`config.mk`:
```
export PLATFORM = sky130hd
export DESIGN_NAME = icache_fill_unit
export DESIGN_NICKNAME = d
export VERILOG_FILES = /design/src/rtl/icache_types_pkg.sv /design/src/rtl/icache_fill_unit.sv
export VERILOG_INCLUDE_DIRS = /design/src /design/src/rtl
export SDC_FILE = /design/constraint.sdc
export NUM_CORES = 1
export LEC_CHECK = 0
export BUFFER_PORTS_ARGS = -buffer_cell sky130_fd_sc_hd__buf_2
export CAP_MARGIN = 20
export CORE_MARGIN = 2
export CORE_UTILIZATION = 40
export DETAILED_ROUTE_END_ITERATION = 7
export PLACE_DENSITY = 0.75
export SETUP_SLACK_MARGIN = 0.15
export SYNTH_ARGS = -nofsm -noshare
export SYNTH_HDL_FRONTEND = slang
export SYNTH_SLANG_ARGS = --single-unit
```
`constraint.sdc`:
```
create_clock -name clk -period 1.35 [get_ports clk]
set_input_delay 0.0675 -clock clk [delete_from_list [all_inputs] [get_ports clk]]
set_output_delay 0.0675 -clock clk [all_outputs]
set_load 0.02 [all_outputs]
```
`src/rtl/icache_defines.svh`:
```
// Instruction cache geometry, address split and bus widths
`ifndef ICACHE_DEFINES_SVH
`define ICACHE_DEFINES_SVH

// Processor word address and instruction word
`define ICACHE_ADDR_W      19
`define ICACHE_DATA_W      16

// Direct-mapped geometry, 4 KB of instructions in total
`define ICACHE_LINES       256
`define ICACHE_LINE_WORDS  8

// Word address split as tag | index | offset
// Offset covers LINE_WORDS, index covers LINES, tag takes the rest
`define ICACHE_OFFSET_W    3
`define ICACHE_INDEX_W     8
`define ICACHE_TAG_W       8

`endif

```
`src/rtl/icache_types_pkg.sv`:
```
// Plain vector types for instruction cache addresses, address fields and data
`include "icache_defines.svh"

package icache_types_pkg;

    // Word address as seen by the processor and by memory
    typedef logic [`ICACHE_ADDR_W-1:0] word_addr_t;

    // One instruction word
    typedef logic [`ICACHE_DATA_W-1:0] data_word_t;

    // Upper address bits kept per line
    typedef logic [`ICACHE_TAG_W-1:0] line_tag_t;

    // Selects one of the cache lines
    typedef logic [`ICACHE_INDEX_W-1:0] line_index_t;

    // Word within a line
    typedef logic [`ICACHE_OFFSET_W-1:0] word_offset_t;

    // Data store address, index above offset
    typedef logic [`ICACHE_INDEX_W+`ICACHE_OFFSET_W-1:0] store_addr_t;

endpackage

```
`src/rtl/icache_fill_unit.sv`:
```
// Line fill sequencer: word addresses, store addresses and acknowledge count
`timescale 1ns/10ps
`include "icache_defines.svh"

module icache_fill_unit (
    input  logic                          clk,
    input  logic                          reset,
    input  logic                          fill_start,
    input  icache_types_pkg::word_addr_t  fill_addr,
    input  logic                          word_ack,
    output icache_types_pkg::word_addr_t  fetch_addr,
    output icache_types_pkg::store_addr_t store_addr,
    output logic                          line_done
);

    // Line being filled
    icache_types_pkg::line_tag_t    tag_q;
    icache_types_pkg::line_index_t  index_q;

    // Current word and number of words already written
    icache_types_pkg::word_offset_t offset_q;
    icache_types_pkg::word_offset_t count_q;
    logic                           active_q;

    // Last word of the line
    assign line_done = active_q && word_ack &&
        (count_q == icache_types_pkg::word_offset_t'(`ICACHE_LINE_WORDS - 1));

    // Line base is fixed for the whole fill
    always_ff @(posedge clk) begin
        if (fill_start) begin
            tag_q   <= fill_addr[`ICACHE_ADDR_W-1 -: `ICACHE_TAG_W];
            index_q <= fill_addr[`ICACHE_OFFSET_W +: `ICACHE_INDEX_W];
        end
    end

    // Starts at the requested word, offset wraps inside the line
    always_ff @(posedge clk or posedge reset) begin
        if (reset) begin
            active_q <= 1'b0;
            offset_q <= '0;
            count_q  <= '0;
        end else if (fill_start) begin
            active_q <= 1'b1;
            offset_q <= fill_addr[`ICACHE_OFFSET_W-1:0];
            count_q  <= '0;
        end else if (active_q && word_ack) begin
            offset_q <= offset_q + 1'b1;
            count_q  <= count_q + 1'b1;
            if (line_done) begin
                active_q <= 1'b0;
            end
        end
    end

    // Memory address and data store address of the current word
    assign fetch_addr = {tag_q, index_q, offset_q};
    assign store_addr = {index_q, offset_q};

endmodule

```
==> results.cfg <==
[run_status]
outcome = complete, but fails checks
failed_checks = setup timing

[flow_run]
cap_viol_max_count = 0

[placed_design]
pre_cts_slack_ps = 175
cell_count_post_placement = 130
gp_congestion = 0.648
placement.io_buffers = 53

[sta]
max_freq_mhz = 720
worst-slew-pin-transition_ps = 512
timing_hold_violations_final = 0
final.setup.worst_slack_ps = -39.1
drv_slew = 0
finClkSkew_ps = 6.60
period_share_pct = 103
setup_viol = 1
final.hold.worst_slack_ps = 99.1
rsz0062_at_grt = yes
max-slew-margin-rel_pct = 65.9
finalCriticalPeriod_ps = 1390

[hold_path]
min-delay-path-class = primary input to flop

[layout]
antennaDiodeCount = 0
final_layout_size_suffix_gt1_share_pct = 48.8
post_layout_nonfiller_instances = 155
flow.area_growth_from_synthesis_pct = 50.2
layout.nets = 154

[clock_network]
cts-buffers-inserted = 3
htree_levels = 1
cts_tree = done
clkLatencyLatePin_ps = 290
clockBufferDepth = 2
tritoncts_num_sinks = 23
clockRootBuffer = sky130_fd_sc_hd__clkbuf_4
cts.reportedPaths.clkPinSlew_ps = 100

[logic_synthesis]
dominantRegCellSynth = sky130_fd_sc_hd__edfxtp_1
yosys.area.top_type = sky130_fd_sc_hd__edfxtp_1
mappedNetlistNets = 87
post-synth-top-area-fraction_pct = 52.5
synth-seq-cells = 23
synth-xor-area-share_pct = 2.87
ys_types = 16
number_of_synthesized_flops_with_an_enable_pin = 16
synth.yosys.seq_area_share_pct = 71.7
postSynth.asyncResetShare_pct = 30.4
syn_inst = 61
syn_avg_cell_area_um2 = 15.0
synth_compound_gate_area_share_pct = 3.97
synth_top_cells_by_area = sky130_fd_sc_hd__edfxtp_1 53%, sky130_fd_sc_hd__dfrtp_1 19%, sky130_fd_sc_hd__buf_4 9.8%
synth.cells.most_frequent = 16 x sky130_fd_sc_hd__edfxtp_1, 12 x sky130_fd_sc_hd__buf_4, 7 x sky130_fd_sc_hd__dfrtp_1
yosys_warnings = 0
netlist_area_before_placement_um2 = 915
post-synth-top-count-cell = sky130_fd_sc_hd__edfxtp_1
synth_simple_gate_area_share_pct = 6.02
synthMuxAreaShare_pct = 1.09
synth-adder-area-share_pct = 4.10
dominant_combinational_cell_family_by_area_after_synthesis = buffers and inverters

[setup_path]
critical_path.slowest_cell = sky130_fd_sc_hd__dfrtp_1
worst-endpoint-arrival_ps = 1320
setup.worst_path.start_class = flop
crit_path_frequent_cell = sky130_fd_sc_hd__ha_2
worst_path_largest_cell_delay_ps = 400
cp_cell_sequence = ha_2 -> ha_2 -> and3_4 -> buf_6
regToRegSetupSlack_ps = 200
cp_max_fo = 2
crit_path_end_kind = primary output
critical_path.top_delay_family = flip-flops
required_ps = 1280
path_buf_inv = 1
worst-setup-path-type = flop to primary output

[routing]
pre_repair_dr_iteration_count = 4
via_count = 677
wire_per_inst_um = 12.1
drtAntennaViolNets = 0
drc = 0
routed_wirelength_um = 1870
post_drt_via_cell_ratio = 4.37
initialDrtViolationCount = 6

[die]
die_h_um = 51.8
die-width_um = 51.8
ios = 54
core_um2 = 2190
rows = 17
initial_core_util_pct = 41.7
dieArea_um2 = 2690

[global_routing]
grt.total_usage_pct = 14.7
wire_length_of_the_first_global_routing_pass_um = 2850
first_global_vias = 652
overflow = 0
grt_max_degree = 27
antenna_found_initial = 0

[pwr]
vdd_drop_max_uv = 822
p_per_area_nw_per_um2 = 1070
cellLeakagePower_nw = 0.636
totalPowerFinal_mw = 1.47
==> worst reg2reg max path, delay by kind of cell, from the launching register on <==
kind            cells  cell delay [ps]
flops               1              400
compound gates      1              130
simple gates        1               70
fa+ha+maj           2              480
==> stage by stage <==
step / cell area [µm²] / TNS (ps) / util [%]
finish: 1370 / -39.1 / 62.7
global route: 1370 / -98.2 / 62.7
CTS: 1370 / -60.1 / 62.7
detailed placement: 1120 / 0 / 51.3
global placement: 1120 / 0 / 51.3
floorplan: 915 / 0 / -
==> cells by family after synthesis <==
| family | Yosys count |
|---|---|
| XOR/XNOR | 3 |
| buffers and inverters | 13 |
| flip-flops | 23 |
| AND/OR/NAND/NOR | 12 |
| adder cells (fa/ha/maj) | 3 |
| AO/OA/AOI/OAI | 6 |
| multiplexers | 1 |
==> registers in the layout (all words and copies together), names as in the netlist <==
| name | cells |
|---|---|
| active_q | 1 |
| count_q | 3 |
| index_q | 8 |
| offset_q | 3 |
| tag_q | 8 |
==> report_power, final <==
group / total, mW / internal, mW / leakage [nW] / switching (mW)
Clock: 0.290 / 0.115 / 0.0150 / 0.175
Combinational: 0.332 / 0.140 / 0.380 / 0.192
Sequential: 0.846 / 0.817 / 0.242 / 0.0286
Total: 1.47 / 1.07 / 0.636 / 0.395
==> final timing paths <==
path / to / cells past startpoint / from
max in group asynchronous: count_q[1]$_DFFE_PP0P_ / 3 / reset
min in group asynchronous: offset_q[0]$_DFFE_PP0P_ / 3 / reset
max: line_done / 4 / count_q[0]$_DFFE_PP0P_
min reg2reg: count_q[1]$_DFFE_PP0P_ / 2 / count_q[1]$_DFFE_PP0P_
max reg2reg: count_q[2]$_DFFE_PP0P_ / 4 / count_q[0]$_DFFE_PP0P_
min: count_q[1]$_DFFE_PP0P_ / 3 / word_ack
==> routing by layer <==
| metal | vias to the layer above | part of all wire (%) | track usage (%) | routed length, µm |
|---|---|---|---|---|
| met5 | - | 0 | 0 | 0 |
| met4 | 0 | 0 | 3.95 | 0 |
| met3 | 0 | 9.0 | 2.87 | 169 |
| met2 | 42 | 54 | 29.5 | 1000 |
| met1 | 301 | 37 | 15.0 | 698 |
| li1 | 334 | - | - | - |
==> cell type report <==
cell class | instances | area [µm²]
fillers | 163 | 817
flip-flops and latches | 23 | 656
repair buffers | 74 | 479
multi-input cells | 25 | 174
well taps | 28 | 35.0
clock buffers | 4 | 26.3
inverters | 1 | 3.75
==> cell usage in the layout (no fill, tap or decap), drive strengths merged <==
cell         netlist  routed
edfxtp            16      16
ha                 3       3
nand2              7       7
xor2               3       3
and3               1       1
a21oi              2       2
mux2i              1       1
o21ai              3       3
buf               12      54
nand3              3       3
clkbuf             0       4
dlygate4sd3        0      20
dfrtp              7       7
nor2               1       1
inv                1       1
a21o               1       1
==> what timing repair did <==
action	in CTS	in global routing
hold endpoints to repair	26	0
setup buffers	1	0
gates resized for setup	5	0
pin swaps	1	1
endpoints found under the setup margin	1	2
hold buffers	20	0
No activity file was read; power rests on OpenSTA's default activity.
