--- src/rtl/icache_defines.svh ---
// Instruction cache geometry, address split and bus widths
`ifndef ICACHE_DEFINES_SVH
`define ICACHE_DEFINES_SVH

// Processor word address and instruction word
`define ICACHE_ADDR_W      19
`define ICACHE_DATA_W      16

// Direct-mapped geometry, 4 KB of instructions in total
`define ICACHE_LINES       256
`define ICACHE_LINE_WORDS  8

// Word address split as tag | index | offset
// Offset covers LINE_WORDS, index covers LINES, tag takes the rest
`define ICACHE_OFFSET_W    3
`define ICACHE_INDEX_W     8
`define ICACHE_TAG_W       8

`endif

--- src/rtl/icache_types_pkg.sv ---
// Plain vector types for instruction cache addresses, address fields and data
`include "icache_defines.svh"

package icache_types_pkg;

    // Word address as seen by the processor and by memory
    typedef logic [`ICACHE_ADDR_W-1:0] word_addr_t;

    // One instruction word
    typedef logic [`ICACHE_DATA_W-1:0] data_word_t;

    // Upper address bits kept per line
    typedef logic [`ICACHE_TAG_W-1:0] line_tag_t;

    // Selects one of the cache lines
    typedef logic [`ICACHE_INDEX_W-1:0] line_index_t;

    // Word within a line
    typedef logic [`ICACHE_OFFSET_W-1:0] word_offset_t;

    // Data store address, index above offset
    typedef logic [`ICACHE_INDEX_W+`ICACHE_OFFSET_W-1:0] store_addr_t;

endpackage

--- src/rtl/icache_bus_pkg.sv ---
// Fetch and memory bus structs and the cache controller state encoding
package icache_bus_pkg;

    // Processor fetch request, held until ack
    typedef struct packed {
        logic                         access;
        icache_types_pkg::word_addr_t addr;
    } fetch_req_t;

    // Fetch response, data valid with the one-cycle ack
    typedef struct packed {
        logic                         ack;
        icache_types_pkg::data_word_t data;
    } fetch_rsp_t;

    // Memory request, held until the memory acks
    typedef struct packed {
        logic                         access;
        icache_types_pkg::word_addr_t addr;
    } mem_req_t;

    // Memory response, one word per ack
    typedef struct packed {
        logic                         ack;
        icache_types_pkg::data_word_t data;
    } mem_rsp_t;

    // Controller FSM states
    typedef enum logic [2:0] {
        IDLE,
        LOOKUP,
        COMPARE,
        RESPOND,
        FILL,
        RETRY,
        BYPASS
    } ctrl_state_t;

endpackage

--- src/rtl/icache_ctrl.sv ---
// Instruction cache controller FSM with fetch ack and bypass steering
`timescale 1ns/10ps

module icache_ctrl (
    input  logic                          clk,
    input  logic                          reset,
    input  logic                          enabled,
    input  icache_bus_pkg::fetch_req_t    fetch_req,
    output icache_bus_pkg::fetch_rsp_t    fetch_rsp,
    output icache_bus_pkg::mem_req_t      mem_req,
    input  icache_bus_pkg::mem_rsp_t      mem_rsp,
    output icache_types_pkg::word_addr_t  lookup_addr,
    input  logic                          hit,
    input  icache_types_pkg::data_word_t  rd_data,
    output logic                          fill_start,
    output icache_types_pkg::word_addr_t  fill_addr,
    input  icache_types_pkg::word_addr_t  fill_fetch_addr,
    input  logic                          line_done
);

    icache_bus_pkg::ctrl_state_t  state_q;
    icache_bus_pkg::ctrl_state_t  state_d;

    // Request address, latched when a fetch is accepted
    icache_types_pkg::word_addr_t req_addr_q;

    // Registered fetch response
    icache_types_pkg::data_word_t data_q;
    logic                         ack_q;

    // New fetch seen in IDLE
    // Not while the previous ack is still out, the request is then still held
    logic                         start;

    assign start = (state_q == icache_bus_pkg::IDLE) && fetch_req.access && !ack_q;

    always_comb begin
        state_d = state_q;
        case (state_q)
            icache_bus_pkg::IDLE: begin
                if (start) begin
                    state_d = enabled ? icache_bus_pkg::LOOKUP : icache_bus_pkg::BYPASS;
                end
            end
            icache_bus_pkg::LOOKUP:  state_d = icache_bus_pkg::COMPARE;
            icache_bus_pkg::COMPARE: begin
                state_d = hit ? icache_bus_pkg::RESPOND : icache_bus_pkg::FILL;
            end
            icache_bus_pkg::FILL: begin
                if (line_done) begin
                    state_d = icache_bus_pkg::RETRY;
                end
            end
            // Look the line up again once it is complete
            icache_bus_pkg::RETRY:   state_d = icache_bus_pkg::LOOKUP;
            icache_bus_pkg::RESPOND: state_d = icache_bus_pkg::IDLE;
            icache_bus_pkg::BYPASS: begin
                if (mem_rsp.ack) begin
                    state_d = icache_bus_pkg::IDLE;
                end
            end
            default: state_d = icache_bus_pkg::IDLE;
        endcase
    end

    always_ff @(posedge clk or posedge reset) begin
        if (reset) begin
            state_q <= icache_bus_pkg::IDLE;
            ack_q   <= 1'b0;
        end else begin
            state_q <= state_d;
            // One-cycle ack, right after RESPOND
            ack_q   <= (state_q == icache_bus_pkg::RESPOND);
        end
    end

    // Word read in LOOKUP is still on rd_data during RESPOND
    always_ff @(posedge clk) begin
        if (start) begin
            req_addr_q <= fetch_req.addr;
        end
        if (state_q == icache_bus_pkg::RESPOND) begin
            data_q <= rd_data;
        end
    end

    // Both stores and the fill see the held request address
    assign lookup_addr = req_addr_q;
    assign fill_addr   = req_addr_q;
    assign fill_start  = (state_q == icache_bus_pkg::COMPARE) && !hit;

    // Bus steering
    always_comb begin
        if (state_q == icache_bus_pkg::BYPASS) begin
            // Straight through to memory
            mem_req.access = fetch_req.access;
            mem_req.addr   = fetch_req.addr;
            fetch_rsp.ack  = mem_rsp.ack;
            fetch_rsp.data = mem_rsp.data;
        end else begin
            // Fill words, access drops in the ack cycle
            mem_req.access = (state_q == icache_bus_pkg::FILL) && !mem_rsp.ack;
            mem_req.addr   = fill_fetch_addr;
            fetch_rsp.ack  = ack_q;
            fetch_rsp.data = data_q;
        end
    end

endmodule

--- config.mk ---
export PLATFORM = sky130hd
export DESIGN_NAME = icache_ctrl
export DESIGN_NICKNAME = d
export VERILOG_FILES = /design/src/rtl/icache_types_pkg.sv /design/src/rtl/icache_bus_pkg.sv /design/src/rtl/icache_ctrl.sv
export VERILOG_INCLUDE_DIRS = /design/src /design/src/rtl
export SDC_FILE = /design/constraint.sdc
export NUM_CORES = 1
export LEC_CHECK = 0
export BUFFER_PORTS_ARGS = -buffer_cell sky130_fd_sc_hd__buf_2
export CORE_MARGIN = 5
export CORE_UTILIZATION = 30
export CTS_CLUSTER_DIAMETER = 120
export CTS_CLUSTER_SIZE = 8
export DETAILED_ROUTE_END_ITERATION = 8
export PLACE_DENSITY_LB_ADDON = 0.2
export SETUP_SLACK_MARGIN = 0.15
export SLEW_MARGIN = 20
export SYNTH_ARGS = -nofsm -noshare
export SYNTH_HDL_FRONTEND = slang
export SYNTH_SLANG_ARGS = --single-unit
export TNS_END_PERCENT = 100
--- constraint.sdc ---
create_clock -name clk -period 6.5 [get_ports clk]
set_input_delay 0 -clock clk [delete_from_list [all_inputs] [get_ports clk]]
set_output_delay 0 -clock clk [all_outputs]
set_load 0.005 [all_outputs]
==> results.cfg, run 1 <==
[outcome]
status = completed

[timing]
fin_skew_ns = 0.00396
period_share = 0.380
period_minus_slack_ns = 2.47
final_hold_viol_count = 0
slew_headroom = 0.525
setup_viol = 0
max_freq_mhz = 405
drv_slew = 0
tightest_slew_ns = 0.710
tns_ns = 0
rsz0062_at_grt = false

[detailed_routing]
drt-vias-per-instance = 4.25
ant_nets = 0
wl_per_cell_um = 14.5
drcViolationCount = 0
wl_met3_um = 618
vias = 1612
dr.max_layer_used = met4
wl_met1_um = 2020
totalWireLength_um = 5480
drt-pass1-iter-count = 3
wl_met2_um = 2810
drt_iter0_drc = 27

[floorplanning]
dieArea_um2 = 8590
ioPinCount = 153
dieWidth_um = 92.7
coreArea_um2 = 6720
initial_utilization = 0.305
rows = 30
die_h_um = 92.7

[clock_network]
cts_sinks = 39
cts_tree = done
cts_resized = 0
h-tree-depth = 2
clk_pin_slew_ns = 0.08
numCtsBuffers = 5
cts_setup_buffers = 0
insertion_delay_ns = 0.29
root_buffer = clkbuf_8
clockBufferDepth = 2

[global_route]
grt_max_degree = 28
grt_antenna_before_repair = 0
grt_usage = 0.125
grt_pass1_vias = 1716
grt_remaining_overflow = 0
grt_pass1_wl_um = 8340

[yosys]
synthArstFlopShare = 0.103
ys_seq_elements = 39
syn_avg_cell_area_um2 = 16.4
seq_area_frac_synth = 0.561
synth_edf_count = 35
muxShareOfSynthArea = 0.251
synth_top_family_by_area = multiplexers
ys_types = 25
syn_inst = 125
synthesis.area_um2 = 2050
synth_compound_area_frac = 0.0390
synth_nets = 202
synth-main-ff-cell = edfxtp_1
synth_warnings = 0
synthAdderAreaFrac = 0
synth-xor-area-share = 0
synth-simple-area-share = 0.0354

[cells_and_area]
drive_above_1_share = 0.669
nets = 375
fillCellCount = 606
area_delta_synth_final_pct = 54.5
final_common_cell = buf_2
final_cell_mix = buf_2 (152), dlygate4sd3_1 (36), edfxtp_1 (35), mux2_4 (29), mux2_2 (7)
diodes = 0
post-route-util = 0.472

[pwr]
pwr-share-comb = 0.392
sw_frac_of_total = 0.307
vdd_drop_max_mv = 0.123
power_switching_w = 0.000268
p_clk_frac = 0.191
p_leak_nw = 1.55
power.internal_w = 0.000606
pwr-share-seq = 0.417
total_power_w = 0.000874
power_density_nw_per_um2 = 276

[setup_path]
critPathArrivalTime_ns = 2.47
endpoint_kind = primary output
critPathKind = register to primary output
start_kind = register
worstReg2RegEnd = state_q[2]$_DFFE_PP0P_
reg2reg_depth = 4
required_ns = 6.50
regToRegSetupSlack_ns = 4.44
crit_start = state_q[2]$_DFFE_PP0P_
critPathMaxFanout = 27
reg2reg_from = state_q[2]$_DFFE_PP0P_

[placed_design]
port_buffers = 152
place_hpwl_um = 4020
gp_congestion = 0.794

[min_path]
worstHoldStart = hit
holdPathEnd = state_q[0]$_DFFE_PP0P_
min_path_cells = 3
hp-class = input port to register

[job]
cap_violations = 0
## state kept, by name, summed over array words and instances, names as in the netlist
name / cells
data_q: 16
ack_q: 1
state_q: 3
fill_addr: 19
## Yosys cell counts, drive strengths merged (2+ instances only)
cell | number | area share
mux2 | 36 | 0.25
nor3b | 2 | 0.0073
edfxtp | 35 | 0.51
a21oi | 2 | 0.0049
inv | 2 | 0.0037
nand2 | 2 | 0.0037
buf | 25 | 0.11
and2b | 2 | 0.0073
dfrtp | 4 | 0.049
nor2 | 3 | 0.0055
nand3b | 2 | 0.0073
## worst max-delay path, cell delays in order (launching register included)
cell and delay [ns]:
dfrtp_1 0.51, nand3b_1 0.60, buf_4 0.54, mux2_2 0.39, buf_2 0.13
## logic make-up (layout without fill, tap and decap cells)
group                  count (synthesis)  in the layout
muxes                                 36             36
and+or+nand+nor                       12             12
buffers and inverters                 27            201
DFF                                   39             39
AOI/OAI and AO/OA                     11             11
## per-stage QoR
stage / hold slack [ns] / instances / setup WS (ns) / cell area, µm²
final: 0.0137 / 379 / 4.03 / 3170
after global routing: 0.0386 / 379 / 3.87 / 3170
after CTS: 0.00906 / 379 / 3.97 / 3170
after detailed placement: -0.108 / 335 / 4.30 / 2720
after global placement: -0.111 / 335 / 4.32 / 2720
after floorplan: -0.234 / 125 / 3.32 / 2050
## final cells by class
class	count	area [µm²]	share of cell area
Clock buffer	5	68.8	0.0217
Tap cell	80	100	0.0316
Multi-Input combinational cell	59	673	0.212
Clock inverter	3	25.0	0.00790
Sequential cell	39	1150	0.363
Timing Repair Buffer	191	1140	0.361
Inverter	2	7.51	0.00237
## repair_timing
action / in CTS / in global routing
endpoints found under the hold margin: 39 / 0
endpoints found under the setup margin: 0 / 0
hold buffers: 36 / 0
## worst max-delay path by stage
stage	endpoint	slack [ns]	cells after the start
floorplan	fill_addr[0]$_DFFE_PP_	3.32	3
CTS	fetch_rsp[16]	3.97	4
detailed placement	fetch_rsp[16]	4.30	4
global placement	mem_req[4]	4.32	4
global route	fetch_rsp[16]	3.87	4
finish	fetch_rsp[16]	4.03	4
## metal layers
metal | track usage | vias up
li1 | - | 791
met1 | 0.135 | 718
met2 | 0.233 | 101
met3 | 0.0406 | 2
met4 | 0.0330 | 0
met5 | 0 | -
## power by group through the flow
stage | registers (W) | logic, W | clock network [W]
CTS | 0.000365 | 0.000350 | 0.000176
detailed placement | 0.000371 | 0.000332 | 0
global route | 0.000374 | 0.000376 | 0.000189
finish | 0.000364 | 0.000343 | 0.000167
floorplan | 0.000359 | 0.000249 | 0
global placement | 0.000370 | 0.000333 | 0
Power figures use the tool's default switching activity.
==> run 2: changes to the inputs <==
--- a/config.mk
+++ b/config.mk
@@ -6,6 +6,7 @@
 export SDC_FILE = /design/constraint.sdc
 export NUM_CORES = 1
 export LEC_CHECK = 0
+export ABC_AREA = 1
 export BUFFER_PORTS_ARGS = -buffer_cell sky130_fd_sc_hd__buf_2
 export CORE_MARGIN = 5
 export CORE_UTILIZATION = 30
==> constraint.sdc (replaced) <==
create_clock -name clk -period 2.4 [get_ports clk]
set_input_delay 0 -clock clk [delete_from_list [all_inputs] [get_ports clk]]
set_output_delay 0 -clock clk [all_outputs]
set_load 0.005 [all_outputs]
==> run 2 against run 1 <==
Net effect:
- setup slack worse by 3.4 ns
- design area shrank 1.3%
- largest power group unchanged
- die area is 2.3% lower
- largest cell class is now buffers
==> results.cfg, run 2 <==
[yosys]
synth_edf_count = 35
synth_top_area_cell = edfxtp_1
yosysMostFrequentCell = nand2_1
synth-xor-area-share = 0
synthAdderAreaFrac = 0
synth_nets = 287
synthArstFlopShare = 0.103
synth_compound_area_frac = 0.0982
seq_area_frac_synth = 0.576
synth-main-ff-cell = edfxtp_1
yosys-top-cells-count = nand2_1 (45), inv_1 (43), edfxtp_1 (35)
synth_warnings = 0
synthTopCellsByArea = edfxtp_1 (53%), buf_4 (8.6%), nand2_1 (8.4%)
ys_types = 21
syn_inst = 210
muxShareOfSynthArea = 0
ys_seq_elements = 39
synthesis.area_um2 = 2000
synth_top_family_by_area = buffers and inverters
synth_top_area_frac = 0.526
syn_avg_cell_area_um2 = 9.52
synth-simple-area-share = 0.132

[cells_and_area]
finalNonFillerCells = 458
final_common_cell = buf_2
diodes = 0
nets = 457
area_delta_synth_final_pct = 56.5
drive_above_1_share = 0.436
final_cell_mix = buf_2 (152), nand2_1 (45), inv_1 (43), dlygate4sd3_1 (36), edfxtp_1 (35)
largest_reg_flops = 19

[timing]
tightest_slew_ns = 0.405
final_hold_viol_count = 0
period_share = 0.751
fin_skew_ns = 0.00514
setup_viol = 0
slew_headroom = 0.730
drv_slew = 0
tns_ns = 0
max_freq_mhz = 555
rsz0062_at_grt = false
period_minus_slack_ns = 1.80
fin_ws_ns = 0.599

[detailed_routing]
ant_nets = 0
wl_per_cell_um = 11.6
drcViolationCount = 0
drt-vias-per-instance = 4.16
totalWireLength_um = 5310
drt-pass1-iter-count = 4
vias = 1904
drt_iter0_drc = 58

[floorplanning]
dieWidth_um = 91.6
initial_utilization = 0.311
ioPinCount = 153
dieArea_um2 = 8400
die_h_um = 91.6
rows = 29
coreArea_um2 = 6420

[clock_network]
root_buffer = clkbuf_8
insertion_delay_ns = 0.28
cts_tree = done
clk_pin_slew_ns = 0.07
clockBufferDepth = 2
numCtsBuffers = 5
cts_sinks = 39
h-tree-depth = 2
cts_setup_buffers = 0

[placed_design]
port_buffers = 152
dp_slack_ns = 0.870
dpl.cell_count = 414
place_hpwl_um = 4000
gp_congestion = 0.836

[setup_path]
worstReg2RegEnd = data_q[2]$_DFFE_PP_
path_cells = nand3_4 > buf_12 > o21ai_0 > buf_2
slowest_stage = dfrtp_1
critPathArrivalTime_ns = 1.80
reg2reg_depth = 3
regToRegSetupSlack_ns = 0.92
cpPeakStageDelay_ns = 0.59
endpoint_kind = primary output
required_ns = 2.40
reg2reg_from = state_q[1]$_DFFE_PP0P_
critPathMaxFanout = 50
start_kind = register
critPathKind = register to primary output

[pwr]
power_density_nw_per_um2 = 727
total_power_w = 0.00227
vdd_drop_max_mv = 0.361
p_leak_nw = 1.67

[global_route]
grt_pass1_wl_um = 8320
grt_pass1_vias = 1844
grt_antenna_before_repair = 0
grt_usage = 0.122
grt_remaining_overflow = 0
grt_max_degree = 51

[min_path]
hp-class = input port to register
min_path_cells = 3
worstHoldStart = hit
holdPathEnd = state_q[0]$_DFFE_PP0P_

[job]
cap_violations = 0

[outcome]
status = completed
==> run 2: cell types whose count changed in the layout (fill, tap and decap cells not counted), moves of 2 or more <==
cell      change
inv_1        +41
nand2_1      +43
nand3_1       +5
o21ai_1       +5
o21ai_0      +29
and2b_1       -2
clkinv_1      +2
mux2_4       -29
nor3b_1       -2
clkinv_4      -2
mux2_2        -7
==> run 2: worst max path at each step <==
stage	from	to	slack [ns]
after detailed placement	state_q[2]$_DFFE_PP0P_	mem_req[0]	0.87
after CTS	state_q[2]$_DFFE_PP0P_	mem_req[0]	0.55
after floorplan	state_q[1]$_DFFE_PP0P_	data_q[0]$_DFFE_PP_	0.25
after global placement	state_q[1]$_DFFE_PP0P_	data_q[7]$_DFFE_PP_	0.94
final	state_q[2]$_DFFE_PP0P_	mem_req[0]	0.60
after global routing	state_q[2]$_DFFE_PP0P_	mem_req[0]	0.47
==> run 2: stage by stage <==
stage / hold slack (ns) / cell area (µm²) / utilization
floorplan: -0.234 / 2010 / -
global placement: -0.104 / 2690 / 0.419
detailed placement: -0.101 / 2690 / 0.419
CTS: 0.0136 / 3130 / 0.487
global route: 0.0349 / 3130 / 0.487
finish: 0.0205 / 3130 / 0.487
==> run 2: cells by family after synthesis <==
group / Yosys count
compound gates: 39
buf+inv: 72
flops: 39
simple gates: 60
==> run 2: report_power, final <==
group          switching [W]  internal [W]  leakage, nW
sequential         0.0000976      0.000903        0.372
clock               0.000205      0.000198       0.0403
combinational       0.000461      0.000409         1.26
total               0.000764       0.00151         1.67
==> run 2: timing repair <==
action	in CTS	in global routing
endpoints found under the hold margin	39	0
gates resized for setup	0	0
hold buffers	36	0
==> run 2: area by class of cell <==
| type | instances | area (µm²) |
|---|---|---|
| Inverter | 44 | 165 |
| Clock buffer | 6 | 72.6 |
| Sequential cell | 39 | 1150 |
| Multi-Input combinational cell | 99 | 480 |
| Clock inverter | 2 | 7.51 |
| Fill cell | 625 | 3290 |
| Timing Repair Buffer | 191 | 1160 |
| Tap cell | 77 | 96.3 |
==> run 2: metal layers <==
layer	vias up	GRT usage	part of all wire
met5	-	0	0
met4	0	0.0377	0.0036
met3	2	0.0483	0.13
met2	102	0.219	0.49
met1	811	0.132	0.38
li1	989	-	-
==> run 2: worst max-delay path, delay by kind of cell (launching register included) <==
kind            cells  cell delay, ns
flops               1            0.59
buf+inv             2            0.41
compound gates      1            0.20
simple gates        1            0.28
